===== src/source/poly_cmd_pkg.sv =====
package poly_cmd_pkg;

   // Command word holds opcode, polynomial A and count, from the top bit down
   localparam int instr_width   = 8;
   localparam int poly_id_width = 3;
   localparam int count_width   = 5;

   localparam logic [instr_width-1:0] opcode_stp = 8'd0;  // Load the coefficients of A
   localparam logic [instr_width-1:0] opcode_evp = 8'd1;  // Evaluate A at one x
   localparam logic [instr_width-1:0] opcode_evb = 8'd2;  // Evaluate A at a block of x values
   localparam logic [instr_width-1:0] opcode_rst = 8'd3;  // Mark every polynomial empty

   // Firing modes given by the scheduler
   localparam logic [1:0] mode_setup = 2'd0;
   localparam logic [1:0] mode_instr = 2'd1;

   // Status word repeats the opcode and A in bits 15 to 5 of the command layout
   localparam int status_error_bit = 0;

endpackage


===== src/source/poly_mem_pkg.sv =====
package poly_mem_pkg;

   localparam int word_width       = 16;  // Every FIFO token
   localparam int result_width     = 32;  // Result and status words
   localparam int num_polys        = 8;
   localparam int max_degree       = 10;
   localparam int degree_width     = 4;
   localparam int slot_size        = 11;  // Coefficients reserved per polynomial
   localparam int coeff_depth      = 88;
   localparam int coeff_addr_width = 7;

endpackage


===== src/source/command_fetch.sv =====
module command_fetch
(
   input  logic                                   clk,
   input  logic                                   rst,
   input  logic                                   start_fetch,
   input  logic [poly_mem_pkg::word_width-1:0]    command_in,
   output logic                                   rd_command,
   output logic                                   done_fetch,
   output logic [poly_cmd_pkg::instr_width-1:0]   instr,
   output logic [poly_cmd_pkg::poly_id_width-1:0] arg_poly,
   output logic [poly_cmd_pkg::count_width-1:0]   arg_count
);

   logic capture;  // The command token is on command_in in this cycle

   always_ff @(posedge clk or negedge rst)
   begin
      if (!rst)
      begin
         rd_command <= 1'b0;
         capture    <= 1'b0;
         done_fetch <= 1'b0;
         instr      <= '0;
         arg_poly   <= '0;
         arg_count  <= '0;
      end
      else
      begin
         rd_command <= start_fetch;
         capture    <= rd_command;  // FIFO answers one cycle after the strobe
         done_fetch <= capture;
         if (capture)
         begin
            // Fields stay put until the next setup firing
            instr     <= command_in[poly_mem_pkg::word_width-1 -: poly_cmd_pkg::instr_width];
            arg_poly  <= command_in[poly_cmd_pkg::count_width +: poly_cmd_pkg::poly_id_width];
            arg_count <= command_in[poly_cmd_pkg::count_width-1:0];
         end
      end
   end

endmodule


===== src/source/coeff_store.sv =====
module coeff_store
(
   input  logic                                        clk,
   input  logic                                        rst,
   input  logic                                        clear_all,
   input  logic                                        wr_coeff,
   input  logic [poly_mem_pkg::coeff_addr_width-1:0]   wr_coeff_addr,
   input  logic [poly_mem_pkg::word_width-1:0]         wr_coeff_data,
   input  logic                                        wr_degree,
   input  logic [poly_cmd_pkg::poly_id_width-1:0]      wr_poly,
   input  logic [poly_mem_pkg::degree_width-1:0]       wr_degree_data,
   input  logic [poly_mem_pkg::coeff_addr_width-1:0]   rd_coeff_addr,
   input  logic [poly_cmd_pkg::poly_id_width-1:0]      rd_poly,
   output logic [poly_mem_pkg::word_width-1:0]         rd_coeff_data,
   output logic [poly_mem_pkg::degree_width-1:0]       rd_degree,
   output logic                                        rd_valid
);

   logic [poly_mem_pkg::word_width-1:0]   coeff_mem [poly_mem_pkg::coeff_depth];
   logic [poly_mem_pkg::degree_width-1:0] degree_tab [poly_mem_pkg::num_polys];
   logic [poly_mem_pkg::num_polys-1:0]    valid_tab;

   always_ff @(posedge clk)
   begin
      if (wr_coeff)
         coeff_mem[wr_coeff_addr] <= wr_coeff_data;
      rd_coeff_data <= coeff_mem[rd_coeff_addr];  // Data one cycle after the address
   end

   always_ff @(posedge clk or negedge rst)
   begin
      if (!rst)
      begin
         for (int k = 0; k < poly_mem_pkg::num_polys; k++)
            degree_tab[k] <= '0;
         valid_tab <= '0;
      end
      else if (clear_all)
      begin
         for (int k = 0; k < poly_mem_pkg::num_polys; k++)
            degree_tab[k] <= '0;
         valid_tab <= '0;
      end
      else if (wr_degree)
      begin
         degree_tab[wr_poly] <= wr_degree_data;
         valid_tab[wr_poly]  <= 1'b1;  // A polynomial is valid once its degree is known
      end
   end

   assign rd_degree = degree_tab[rd_poly];
   assign rd_valid  = valid_tab[rd_poly];

endmodule


===== src/source/coeff_loader.sv =====
module coeff_loader
(
   input  logic                                        clk,
   input  logic                                        rst,
   input  logic                                        start_load,
   input  logic [poly_cmd_pkg::poly_id_width-1:0]      arg_poly,
   input  logic [poly_cmd_pkg::count_width-1:0]        arg_count,
   input  logic [poly_mem_pkg::word_width-1:0]         data_in,
   output logic                                        rd_data_load,
   output logic                                        wr_coeff,
   output logic [poly_mem_pkg::coeff_addr_width-1:0]   wr_coeff_addr,
   output logic [poly_mem_pkg::word_width-1:0]         wr_coeff_data,
   output logic                                        wr_degree,
   output logic [poly_cmd_pkg::poly_id_width-1:0]      wr_poly,
   output logic [poly_mem_pkg::degree_width-1:0]       wr_degree_data,
   output logic                                        done_load,
   output logic                                        load_error
);

   localparam logic [1:0] L_IDLE    = 2'd0;
   localparam logic [1:0] L_READ    = 2'd1;
   localparam logic [1:0] L_CAPTURE = 2'd2;

   logic [1:0]                           state;
   logic [poly_cmd_pkg::count_width-1:0] idx;  // Coefficient position of the current token

   // A degree above the limit still drains its tokens but stores nothing
   assign load_error     = arg_count > poly_mem_pkg::max_degree;
   assign rd_data_load   = state == L_READ;
   assign wr_coeff       = state == L_CAPTURE && !load_error;
   assign wr_coeff_addr  =
      poly_mem_pkg::coeff_addr_width'(arg_poly * poly_mem_pkg::slot_size + idx);
   assign wr_coeff_data  = data_in;
   assign wr_degree      = done_load && !load_error;  // Degree lands after the last coefficient
   assign wr_poly        = arg_poly;
   assign wr_degree_data = arg_count[poly_mem_pkg::degree_width-1:0];

   always_ff @(posedge clk or negedge rst)
   begin
      if (!rst)
      begin
         state     <= L_IDLE;
         idx       <= '0;
         done_load <= 1'b0;
      end
      else
      begin
         done_load <= 1'b0;
         case (state)
            L_IDLE:
            begin
               idx <= '0;
               if (start_load)
                  state <= L_READ;
            end
            L_READ:
               state <= L_CAPTURE;
            L_CAPTURE:
            begin
               idx <= idx + 1'b1;
               if (idx == arg_count)
               begin
                  done_load <= 1'b1;
                  state     <= L_IDLE;
               end
               else
                  state <= L_READ;
            end
            default:
               state <= L_IDLE;
         endcase
      end
   end

endmodule


===== src/source/poly_evaluator.sv =====
module poly_evaluator
(
   input  logic                                        clk,
   input  logic                                        rst,
   input  logic                                        start_eval,
   input  logic                                        block,
   input  logic [poly_cmd_pkg::poly_id_width-1:0]      arg_poly,
   input  logic [poly_cmd_pkg::count_width-1:0]        arg_count,
   input  logic [poly_mem_pkg::word_width-1:0]         data_in,
   input  logic [poly_mem_pkg::word_width-1:0]         rd_coeff_data,
   input  logic [poly_mem_pkg::degree_width-1:0]       rd_degree,
   input  logic                                        rd_valid,
   output logic                                        rd_data_eval,
   output logic [poly_mem_pkg::coeff_addr_width-1:0]   rd_coeff_addr,
   output logic [poly_cmd_pkg::poly_id_width-1:0]      rd_poly,
   output logic [poly_mem_pkg::result_width-1:0]       result,
   output logic                                        eval_error,
   output logic                                        result_ready,
   output logic                                        done_eval
);

   localparam logic [2:0] E_IDLE    = 3'd0;
   localparam logic [2:0] E_READ    = 3'd1;
   localparam logic [2:0] E_CAPTURE = 3'd2;
   localparam logic [2:0] E_MAC     = 3'd3;
   localparam logic [2:0] E_RESULT  = 3'd4;

   logic [2:0]                             state;
   logic [poly_mem_pkg::degree_width-1:0]  idx;      // Coefficient index on the read address
   logic                                   at_zero;  // rd_coeff_data holds coefficient 0
   logic [poly_cmd_pkg::count_width-1:0]   n;        // Tokens finished in this firing
   logic [poly_mem_pkg::word_width-1:0]    x;
   logic [poly_mem_pkg::result_width-1:0]  acc;
   logic                                   last;

   assign last          = !block || n == arg_count;  // EVP is a block of one
   assign rd_poly       = arg_poly;
   assign rd_coeff_addr =
      poly_mem_pkg::coeff_addr_width'(arg_poly * poly_mem_pkg::slot_size + idx);
   assign rd_data_eval  = state == E_READ;
   assign result_ready  = state == E_RESULT;
   assign done_eval     = result_ready && last;
   assign result        = acc;

   always_ff @(posedge clk or negedge rst)
   begin
      if (!rst)
      begin
         state      <= E_IDLE;
         idx        <= '0;
         at_zero    <= 1'b0;
         n          <= '0;
         eval_error <= 1'b0;
      end
      else
      begin
         at_zero <= idx == '0;  // Store read latency delays the index by one cycle
         if (state != E_IDLE && state != E_RESULT && idx != '0)
            idx <= idx - 1'b1;
         case (state)
            E_IDLE:
               if (start_eval)
               begin
                  idx   <= rd_degree;  // Highest coefficient is read first
                  n     <= '0;
                  state <= E_READ;
               end
            E_READ:
               state <= E_CAPTURE;
            E_CAPTURE:
            begin
               eval_error <= !rd_valid;
               state      <= (at_zero || !rd_valid) ? E_RESULT : E_MAC;
            end
            E_MAC:
               if (at_zero)
                  state <= E_RESULT;
            E_RESULT:
               if (last)
                  state <= E_IDLE;
               else
               begin
                  idx   <= rd_degree;
                  n     <= n + 1'b1;
                  state <= E_READ;
               end
            default:
               state <= E_IDLE;
         endcase
      end
   end

   // Horner step, everything modulo 2^32
   always_ff @(posedge clk)
   begin
      if (state == E_CAPTURE)
      begin
         x   <= data_in;
         acc <= rd_valid ? poly_mem_pkg::result_width'(rd_coeff_data) : '0;
      end
      else if (state == E_MAC)
         acc <= acc * poly_mem_pkg::result_width'(x) + poly_mem_pkg::result_width'(rd_coeff_data);
   end

endmodule


===== src/source/poly_firing_fsm.sv =====
module poly_firing_fsm
(
   input  logic                                   clk,
   input  logic                                   rst,
   input  logic                                   start,
   input  logic [1:0]                             mode,
   input  logic [poly_cmd_pkg::instr_width-1:0]   instr,
   input  logic [poly_cmd_pkg::poly_id_width-1:0] arg_poly,
   input  logic                                   done_fetch,
   input  logic                                   done_load,
   input  logic                                   load_error,
   input  logic                                   rd_data_load,
   input  logic                                   rd_data_eval,
   input  logic [poly_mem_pkg::result_width-1:0]  result_eval,
   input  logic                                   eval_error,
   input  logic                                   result_ready,
   input  logic                                   done_eval,
   output logic                                   start_fetch,
   output logic                                   start_load,
   output logic                                   start_eval,
   output logic                                   eval_block,
   output logic                                   clear_all,
   output logic                                   rd_data,
   output logic                                   wr_output,
   output logic [poly_mem_pkg::result_width-1:0]  result,
   output logic [poly_mem_pkg::result_width-1:0]  status,
   output logic                                   done
);

   localparam logic [3:0] S_IDLE        = 4'd0;
   localparam logic [3:0] S_FETCH_START = 4'd1;
   localparam logic [3:0] S_FETCH_WAIT  = 4'd2;
   localparam logic [3:0] S_FINISH      = 4'd3;
   localparam logic [3:0] S_LOAD_START  = 4'd4;
   localparam logic [3:0] S_LOAD_WAIT   = 4'd5;
   localparam logic [3:0] S_EVAL_START  = 4'd6;
   localparam logic [3:0] S_EVAL_WAIT   = 4'd7;
   localparam logic [3:0] S_OUTPUT      = 4'd8;
   localparam logic [3:0] S_CLEAR       = 4'd9;
   localparam logic [3:0] S_SKIP        = 4'd10;

   logic [3:0] state;
   logic       final_out;  // The pending output also ends the firing

   function automatic logic [poly_mem_pkg::result_width-1:0] make_status(input logic err);
      logic [poly_mem_pkg::result_width-1:0] s;
      s = '0;
      s[poly_mem_pkg::word_width-1 -: poly_cmd_pkg::instr_width]     = instr;
      s[poly_cmd_pkg::count_width +: poly_cmd_pkg::poly_id_width]    = arg_poly;
      s[poly_cmd_pkg::status_error_bit]                              = err;
      return s;
   endfunction

   assign start_fetch = state == S_FETCH_START;
   assign start_load  = state == S_LOAD_START;
   assign start_eval  = state == S_EVAL_START;
   assign clear_all   = state == S_CLEAR;
   assign eval_block  = instr == poly_cmd_pkg::opcode_evb;
   assign rd_data     = rd_data_load | rd_data_eval;  // Only one child reads at a time
   assign wr_output   = state == S_OUTPUT;
   assign done        = state == S_FINISH || (state == S_OUTPUT && final_out);

   always_ff @(posedge clk or negedge rst)
   begin
      if (!rst)
      begin
         state     <= S_IDLE;
         final_out <= 1'b0;
      end
      else
      begin
         case (state)
            S_IDLE:
               if (start)
               begin
                  if (mode == poly_cmd_pkg::mode_setup)
                     state <= S_FETCH_START;
                  else if (mode != poly_cmd_pkg::mode_instr)
                     state <= S_SKIP;
                  else
                     case (instr)
                        poly_cmd_pkg::opcode_stp:
                           state <= S_LOAD_START;
                        poly_cmd_pkg::opcode_evp,
                        poly_cmd_pkg::opcode_evb:
                           state <= S_EVAL_START;
                        poly_cmd_pkg::opcode_rst:
                           state <= S_CLEAR;
                        default:
                           state <= S_SKIP;  // Unknown opcode just finishes
                     endcase
               end
            S_FETCH_START:
               state <= S_FETCH_WAIT;
            S_FETCH_WAIT:
               if (done_fetch)
                  state <= S_FINISH;
            S_LOAD_START:
               state <= S_LOAD_WAIT;
            S_LOAD_WAIT:
               if (done_load)
               begin
                  final_out <= 1'b1;
                  state     <= S_OUTPUT;
               end
            S_EVAL_START:
               state <= S_EVAL_WAIT;
            S_EVAL_WAIT:
               if (result_ready)
               begin
                  final_out <= done_eval;
                  state     <= S_OUTPUT;
               end
            S_OUTPUT:
               state <= final_out ? S_IDLE : S_EVAL_WAIT;
            S_CLEAR,
            S_SKIP:
               state <= S_FINISH;
            default:
               state <= S_IDLE;  // S_FINISH and unused codes
         endcase
      end
   end

   // Output words are taken one cycle before wr_output
   always_ff @(posedge clk)
   begin
      if (done_load)
      begin
         result <= '0;
         status <= make_status(load_error);
      end
      else if (result_ready)
      begin
         result <= result_eval;
         status <= make_status(eval_error);
      end
   end

endmodule


===== src/source/poly_actor.sv =====
module poly_actor
(
   input  logic                                   clk,
   input  logic                                   rst,
   input  logic                                   start,
   input  logic [1:0]                             mode,
   input  logic [poly_mem_pkg::word_width-1:0]    command_in,
   input  logic [poly_mem_pkg::word_width-1:0]    data_in,
   output logic                                   rd_command,
   output logic                                   rd_data,
   output logic [poly_cmd_pkg::instr_width-1:0]   instr,
   output logic                                   wr_output,
   output logic [poly_mem_pkg::result_width-1:0]  result,
   output logic [poly_mem_pkg::result_width-1:0]  status,
   output logic                                   done
);

   // Parent to child strobes and child answers
   logic start_fetch;
   logic start_load;
   logic start_eval;
   logic eval_block;
   logic clear_all;
   logic done_fetch;
   logic done_load;
   logic load_error;
   logic done_eval;
   logic eval_error;
   logic result_ready;
   logic rd_data_load;
   logic rd_data_eval;
   logic [poly_cmd_pkg::poly_id_width-1:0]    arg_poly;
   logic [poly_cmd_pkg::count_width-1:0]      arg_count;
   logic [poly_mem_pkg::result_width-1:0]     result_eval;

   // Coefficient store ports
   logic                                      wr_coeff;
   logic [poly_mem_pkg::coeff_addr_width-1:0] wr_coeff_addr;
   logic [poly_mem_pkg::word_width-1:0]       wr_coeff_data;
   logic                                      wr_degree;
   logic [poly_cmd_pkg::poly_id_width-1:0]    wr_poly;
   logic [poly_mem_pkg::degree_width-1:0]     wr_degree_data;
   logic [poly_mem_pkg::coeff_addr_width-1:0] rd_coeff_addr;
   logic [poly_cmd_pkg::poly_id_width-1:0]    rd_poly;
   logic [poly_mem_pkg::word_width-1:0]       rd_coeff_data;
   logic [poly_mem_pkg::degree_width-1:0]     rd_degree;
   logic                                      rd_valid;

   command_fetch u_fetch (.*);

   coeff_store u_store (.*);

   coeff_loader u_loader (.*);

   poly_evaluator u_eval
   (
      .*,
      .block  (eval_block),
      .result (result_eval)
   );

   poly_firing_fsm u_fsm (.*);

endmodule


===== config.mk =====
export PLATFORM = sky130hd
export DESIGN_NAME = poly_actor
export DESIGN_NICKNAME = d
export VERILOG_FILES = /design/src/source/poly_cmd_pkg.sv /design/src/source/poly_mem_pkg.sv /design/src/source/command_fetch.sv /design/src/source/coeff_store.sv /design/src/source/coeff_loader.sv /design/src/source/poly_evaluator.sv /design/src/source/poly_firing_fsm.sv /design/src/source/poly_actor.sv
export SDC_FILE = /design/constraint.sdc
export NUM_CORES = 2
export LEC_CHECK = 0
export BUFFER_PORTS_ARGS = -buffer_cell sky130_fd_sc_hd__buf_2
export CAP_MARGIN = 20
export CORE_UTILIZATION = 40
export DETAILED_ROUTE_END_ITERATION = 12
export PLACE_DENSITY = 0.64
export SKIP_LAST_GASP = 1
export SYNTH_ARGS = -nofsm -noshare
export SYNTH_HDL_FRONTEND = slang
export SYNTH_SLANG_ARGS = --single-unit

===== constraint.sdc =====
create_clock -name clk -period 10.63 [get_ports clk]
set_clock_uncertainty 0.2 [all_clocks]
set_input_delay 1.5945 -clock clk [delete_from_list [all_inputs] [get_ports clk]]
set_output_delay 1.5945 -clock clk [all_outputs]
set_load 0.05 [all_outputs]

# --- Word-level counts from Yosys, hierarchy flattened ---
# Memories as Yosys holds them, arrays and structs flattened. A register that Yosys moved wholly into a read port is not among the register bits.
# Index checks and enable logic that the tools add are counted.
op_classes:
  n_addsub: 6
  multipliers: 2
  magnitude_cmp: 5
  eq_ne: 31
  n_mux: 51
  bitwise_logic: 3
  n_reduce_logical: 34
ops:
  columns: ["op", "n"]
  rows:
  - ["32-bit 2-to-1 mux", 4]
  - ["16-bit 2-to-1 mux", 3]
  - ["4-bit 2-to-1 mux", 12]
  - ["4-bit case mux with 9 select lines", 1]
  - ["32-bit by 16-bit adder with 32-bit output", 1]
  - ["32-bit bitwise mux", 1]
  - ["32-bit by 16-bit multiplier with 32-bit output", 1]
  - ["5-bit case mux with 2 select lines", 2]
  - ["4-bit by 3-bit equality test with 1-bit output, second input constant", 4]
  - ["8-bit by 2-bit equality test with 1-bit output, second input constant", 2]
  - ["8-bit 2-to-1 mux", 2]
  - ["3-bit case mux with 5 select lines", 1]
  - ["2-bit != test, second input constant", 7]
  - ["4-bit binary-select mux with 3-bit select", 1]
  - ["4-bit demux with 3-bit select", 1]
  - ["4-bit equality test, second input constant", 3]
  - ["3-bit 2-to-1 mux", 4]
  - ["4-bit case mux with 3 select lines", 1]
  - ["2-bit nonzero test", 6]
  - ["5-bit by 1-bit adder with 5-bit output, second input constant", 2]
  - ["5-bit equality test", 2]
  - ["1-bit 2-to-1 mux", 10]
  - ["5-bit 2-to-1 mux", 2]
  - ["4-bit by 2-bit equality test with 1-bit output, second input constant", 2]
  - ["40 further kinds", 57]
totals:
  ff_bits: 178
  ram_bits: 1408
  input_bits: 37
  out_inout_bits: 76
  wordCells: 162
  n_memories: 1
mem_list:
  columns: ["name", "depth", "word_bits", "rd", "rd_clocked_by_memory_dff", "wr", "line", "rtl"]
  rows:
  - ["u_store.coeff_mem", 88, 16, 1, 1, 1, "coeff_store.sv:19", "logic [poly_mem_pkg::word_width-1:0] coeff_mem [poly_mem_pkg::coeff_depth];"]

# --- Logic depth before layout (Yosys ltp) ---
depth:
  ltp_word: 8
  depth_mapped: 23
  mapped_depth_nobuf: 21

# --- Cells and area by module ---
# A second synthesis with hierarchy kept.
unflattened:
  hier_cells: 4875
  hier_area_um2: 75677.6
by_module_without_submodules:
  columns: ["mod", "instances", "cells_per_inst", "area_per_inst_um2", "seq_area_each_um2"]
  rows:
  - ["coeff_store", 1, 2824, 56450.4, 43601.8]
  - ["poly_evaluator", 1, 1707, 15381.0, 1791.7]
  - ["poly_firing_fsm", 1, 207, 2215.9, 1126.1]
  - ["coeff_loader", 1, 100, 905.9, 200.2]
  - ["command_fetch", 1, 37, 724.4, 475.5]

# --- Worst setup path after synthesis ---
# OpenSTA, ideal clock, no wires.
synth_timing:
  path_type: "reg-to-reg"
  from: "register u_eval.x[3] in the netlist's numbering"
  to: "register u_eval.acc, in the netlist u_eval.result[20] (data pin)"
  setup_time_ps: 261
  arrival_time_ps: 5676
  required_ps: 10169
  slack_ps: 4493
  path_stages_with_launch: 21
  n_path_buf: 2
  synth_period_minus_slack_ps: 6137
  cell_sequence: "edfxtp_1 -> clkbuf_1 -> clkbuf_1 -> nand2_1 -> fa_1 -> fa_1 -> fa_1 -> fa_1 -> inv_1 -> fa_1 -> inv_1 -> fa_1 -> inv_1 -> ha_1 -> a21o_1 -> a21o_1 -> a21o_1 -> a31oi_1 -> a21oi_1 -> a31oi_1 -> mux2i_1"
synth_between:
  elab_chain_len: 4
synth_lines:
  columns: ["element", "line", "rtl"]
  rows:
  - ["start: declaration", "poly_evaluator.sv:32", "logic [poly_mem_pkg::word_width-1:0] x;"]
  - ["start signal: assignment", "poly_evaluator.sv:98", "x <= data_in;"]
  - ["32-bit by 16-bit multiplier with 32-bit output", "poly_evaluator.sv:102", "acc <= acc * poly_mem_pkg::result_width'(x) + poly_mem_pkg::result_width'(rd_coeff_data);"]
  - ["32-bit by 16-bit adder with 32-bit output", "poly_evaluator.sv:102", null]
  - ["32-bit 2-to-1 mux", "poly_evaluator.sv:101", "else if (state == E_MAC)"]
  - ["32-bit 2-to-1 mux", "poly_evaluator.sv:96", "if (state == E_CAPTURE)"]
  - ["end signal: assignment", "poly_evaluator.sv:99", "acc <= rd_valid ? poly_mem_pkg::result_width'(rd_coeff_data) : '0;"]
  - ["end signal: assignment", "poly_evaluator.sv:102", null]
  - ["end: declaration", "poly_evaluator.sv:33", "logic [poly_mem_pkg::result_width-1:0] acc;"]
# Every way passes these cells. The select of a mux whose other input is x is not followed.
# A chain may end at the register's enable or synchronous reset.

# --- Worst setup path in the final report ---
layout_timing:
  from: "register u_eval.x[4] in the netlist's numbering"
  to: "register u_eval.acc, in the netlist u_eval.result[20] (data pin)"
# Same word-level chain as after synthesis.

==> results.sh <==
export IMPL_nFillCells=15900
export IMPL_synth_distinct_cells=63
export IMPL_switching_share=0.203
export IMPL_antenna_found_initial=2
export IMPL_drt_total_wl_um=174000
export IMPL_power_density_nw_per_um2=151
export IMPL_first_pass_iters=5
export IMPL_grt_max_degree=129
export IMPL_start_util=0.403
export IMPL_io_buffers=92
export IMPL_r2r_setup_slack_ns=3.79
export IMPL_num_rows=158
export IMPL_hold_viol_final=0
export IMPL_final_setup_tns_ns=0
export IMPL_clk_pin_slew_ns=0.06
export IMPL_viasPerCell=5.37
export IMPL_grt_total_usage=0.187
export IMPL_register_area_um2=47200
export IMPL_fmax_mhz=146
export IMPL_num_vias=38900
export IMPL_die_h_um=435
export IMPL_start_kind="register"
export IMPL_synth_top_family_by_area="multiplexers"
export IMPL_rr_worst_depth=20
export IMPL_max_stage_delay_ns=0.63
export IMPL_pwr_share_clk=0.450
export IMPL_status="finished clean"
export IMPL_cp_data_required_time_ns=11.06
export IMPL_place_gp_congestion=0.830
export IMPL_grt_pass1_wl_um=261000
export IMPL_async_reset_ff_frac=0.0537
export IMPL_areaGrowthSynthToFinish_pct=12.1
export IMPL_yosysTopAreaCellShare=0.589
export IMPL_clockRootBuffer="clkbuf_16"
export IMPL_min_path_cells=0
export IMPL_die_area_um2=189000
export IMPL_critical_path_max_fanout=15
export IMPL_ir_worst_vdd_uv=157
export IMPL_drive_above_1_share=0.200
export IMPL_final_core_util=0.452
export IMPL_seq_power_share=0.541
export IMPL_drt_antenna_violating_nets=0
export IMPL_cts_setup_buffers=0
export IMPL_finalCriticalPeriod_ns=6.84
export IMPL_worstReg2RegStart="u_eval.x[4]"
export IMPL_cts_hold_buf=0
export IMPL_h_tree_depth=4
export IMPL_critPathCaptureType="register"
export IMPL_numClockSinks=1602
export IMPL_total_power_mw=12.7
export IMPL_finalCritPeriodShare=0.644
export IMPL_met2_usage=0.290
export IMPL_path_buf_inv=5
export IMPL_gr_total_overflow=0
export IMPL_fin_nets=5101
export IMPL_hpwl_um=105000
export IMPL_grt_pass1_vias=39700
export IMPL_regToRegEndpoint="u_eval.result[20]"
export IMPL_grtUsageMet3=0.0358
export IMPL_drv_cap=0
export IMPL_syn_mean_instance_area_um2=16.7
export IMPL_synth_xor_area_share=0.00903
export IMPL_synth_most_common_cell="edfxtp_1"
export IMPL_worstHoldPathType="register to register"
export IMPL_crit_type="register to register"
export IMPL_drv_slew=0
export IMPL_relSlewSlack=0.233
export IMPL_synth_cells=4477
export IMPL_cts_buffers=167
export IMPL_io_pin_count=113
export IMPL_rsz0062_at_grt="no"
export IMPL_grt_busiest_layer="met2"
export IMPL_cts_resized=0
export IMPL_multi_input_area_um2=24900
export IMPL_synth_mux_area_frac=0.143
export IMPL_power_switching_mw=2.58
export IMPL_wl_per_cell_um=24.0
export IMPL_syn_area_um2=74900
export IMPL_min_to="u_fetch.capture"
export IMPL_arrival_ns=7.27
export IMPL_cts_buffer_depth=3
export IMPL_crit_chain="buf_4 > and2_1 > fa_1 > inv_1 > fa_1 > fa_1 > fa_1 > inv_1 > fa_1 > inv_1 > fa_1 > inv_1 > ha_1 > a21o_1 > a21o_1 > a21o_1 > a31oi_1 > a21oi_1 > a31oi_1 > mux2i_1"
export IMPL_cpMostUsedCell="fa_1"
export IMPL_synth_top_area_cell="edfxtp_1"
export IMPL_ys_top_cells_by_count="edfxtp_1 (1468), nand2_1 (454), inv_1 (453)"
export IMPL_worst_pin_slew_ns=1.15
export IMPL_first_iter_violations=3792
export IMPL_hp_start="u_fetch.rd_command"
export IMPL_worstSkewPairLatency_ns=0.80
export IMPL_synth_fa_ha_area_frac=0.103
export IMPL_drc=0
export IMPL_yosys_area_share_simple=0.0529
export IMPL_cp_slowest_cell="edfxtp_1"
export IMPL_ys_seq_area_frac=0.630
export IMPL_synth_seq_cells=1602
export IMPL_ys_flop_type="edfxtp_1"
export IMPL_coreArea_um2=186000
export IMPL_layout_setup_ws_ns=3.79
export IMPL_synth_area_top_cells="edfxtp_1 (59%), mux4_2 (13%), fa_1 (8.6%)"
export IMPL_p_int_mw=10.1
export IMPL_place_ws_ns=3.83
export IMPL_power_leakage_nw=28.9
export IMPL_met1_usage=0.271
export IMPL_cpLargestDelayFamily="adder cells"
export IMPL_die_w_um=435
export IMPL_cts_tree="built"
export IMPL_yosysWarningCount=0
export IMPL_synth_compound_area_frac=0.0221
export IMPL_combPwrFrac=0.010
export IMPL_setup_viol=0
export IMPL_synth_edf_count=1468
[worst register-to-register path, cell delays in order (launching register included)]
cell and delay (ns):
edfxtp_1 0.63, buf_4 0.31, and2_1 0.20, fa_1 0.54
inv_1 0.05, fa_1 0.46, fa_1 0.50, fa_1 0.55
inv_1 0.05, fa_1 0.52, inv_1 0.06, fa_1 0.49
inv_1 0.05, ha_1 0.34, a21o_1 0.20, a21o_1 0.17
a21o_1 0.16, a31oi_1 0.53, a21oi_1 0.22, a31oi_1 0.25
mux2i_1 0.22
[worst max-delay path by stage]
stage	end	depth (start not counted)	startpoint
final	u_eval.result[20]	20	u_eval.x[4]
after detailed placement	u_eval.result[20]	20	u_eval.x[4]
after global placement	u_eval.result[20]	20	u_eval.x[4]
after CTS	u_eval.result[20]	20	u_eval.x[4]
after global routing	u_eval.result[20]	20	u_eval.x[4]
after floorplan	u_eval.result[20]	20	u_eval.x[3]
[per-stage QoR]
stage,instance area [um^2],instances,hold slack [ns]
2_1_floorplan,74900,4496,0.152
4_1_cts,83900,7247,0.196
5_1_grt,83900,7248,0.212
6_report,83900,7249,0.186
3_5_place_dp,78500,6948,0.170
3_3_place_gp,78400,6945,0.158
[cell type report]
class | instances | share of cell area
multi-input combinational | 2189 | 0.297
tap | 2480 | 0.0370
inverter | 456 | 0.0204
sequential | 1602 | 0.562
timing repair buffer | 222 | 0.0191
antenna | 1 | 0.0000298
clock buffer | 220 | 0.0536
clock inverter | 79 | 0.0108
[placed cells by master, fill, tap and decap left out, types with 103 or more instances in the layout]
cell	Yosys	routed
edfxtp_1	1468	1468
nand2_1	454	454
inv_1	453	452
mux4_2	442	442
fa_1	322	321
clkbuf_16	0	170
and2_1	148	148
nor2_1	144	140
buf_4	35	136
a21oi_1	117	117
ha_1	104	103
[flip-flops by register name, indices dropped and copies added (netlist names)]
name                   flops
u_eval.at_zero             1
u_eval.eval_error          1
u_eval.idx                 4
u_eval.n                   5
u_eval.result             32
u_eval.state               3
u_eval.x                  16
u_fetch.arg_count          5
u_fetch.arg_poly           3
u_fetch.capture            1
u_fetch.done_fetch         1
u_fetch.instr              8
u_fetch.rd_command         1
u_fsm.final_out            1
u_fsm.result              32
u_fsm.state                4
u_fsm.status              12
u_loader.done_load         1
u_loader.idx               5
u_loader.state             2
u_store.coeff_mem       1408
u_store.degree_tab        32
u_store.rd_coeff_data     16
u_store.valid_tab          8
[kinds of logic (layout without fill, tap and decap cells)]
logic type | count (synthesis) | in the layout
DFF | 1602 | 1602
and+or+nand+nor | 885 | 885
buffers and inverters | 705 | 977
muxes | 512 | 512
adders and majority gates | 426 | 426
AOI/OAI and AO/OA | 273 | 273
xor gates and xnor gates | 73 | 73
other | 1 | 21
[power groups by stage]
stage / clock network, mW / logic [mW] / registers [mW]
2_1_floorplan: 0 / 0.0218 / 7.00
3_3_place_gp: 0 / 0.118 / 7.01
3_5_place_dp: 0 / 0.126 / 7.01
4_1_cts: 5.83 / 0.126 / 6.87
5_1_grt: 6.08 / 0.134 / 6.87
6_report: 5.72 / 0.123 / 6.87
[per-layer routing]
metal / up-vias / part of all wire / wire length (um)
met1: 20600 / 0.44 / 77200
met2: 1370 / 0.46 / 80800
met5: - / 0.000069 / 12
li1: 16700 / - / -
met3: 241 / 0.070 / 12300
met4: 2 / 0.022 / 3910
No activity file was read; power rests on OpenSTA's default activity.
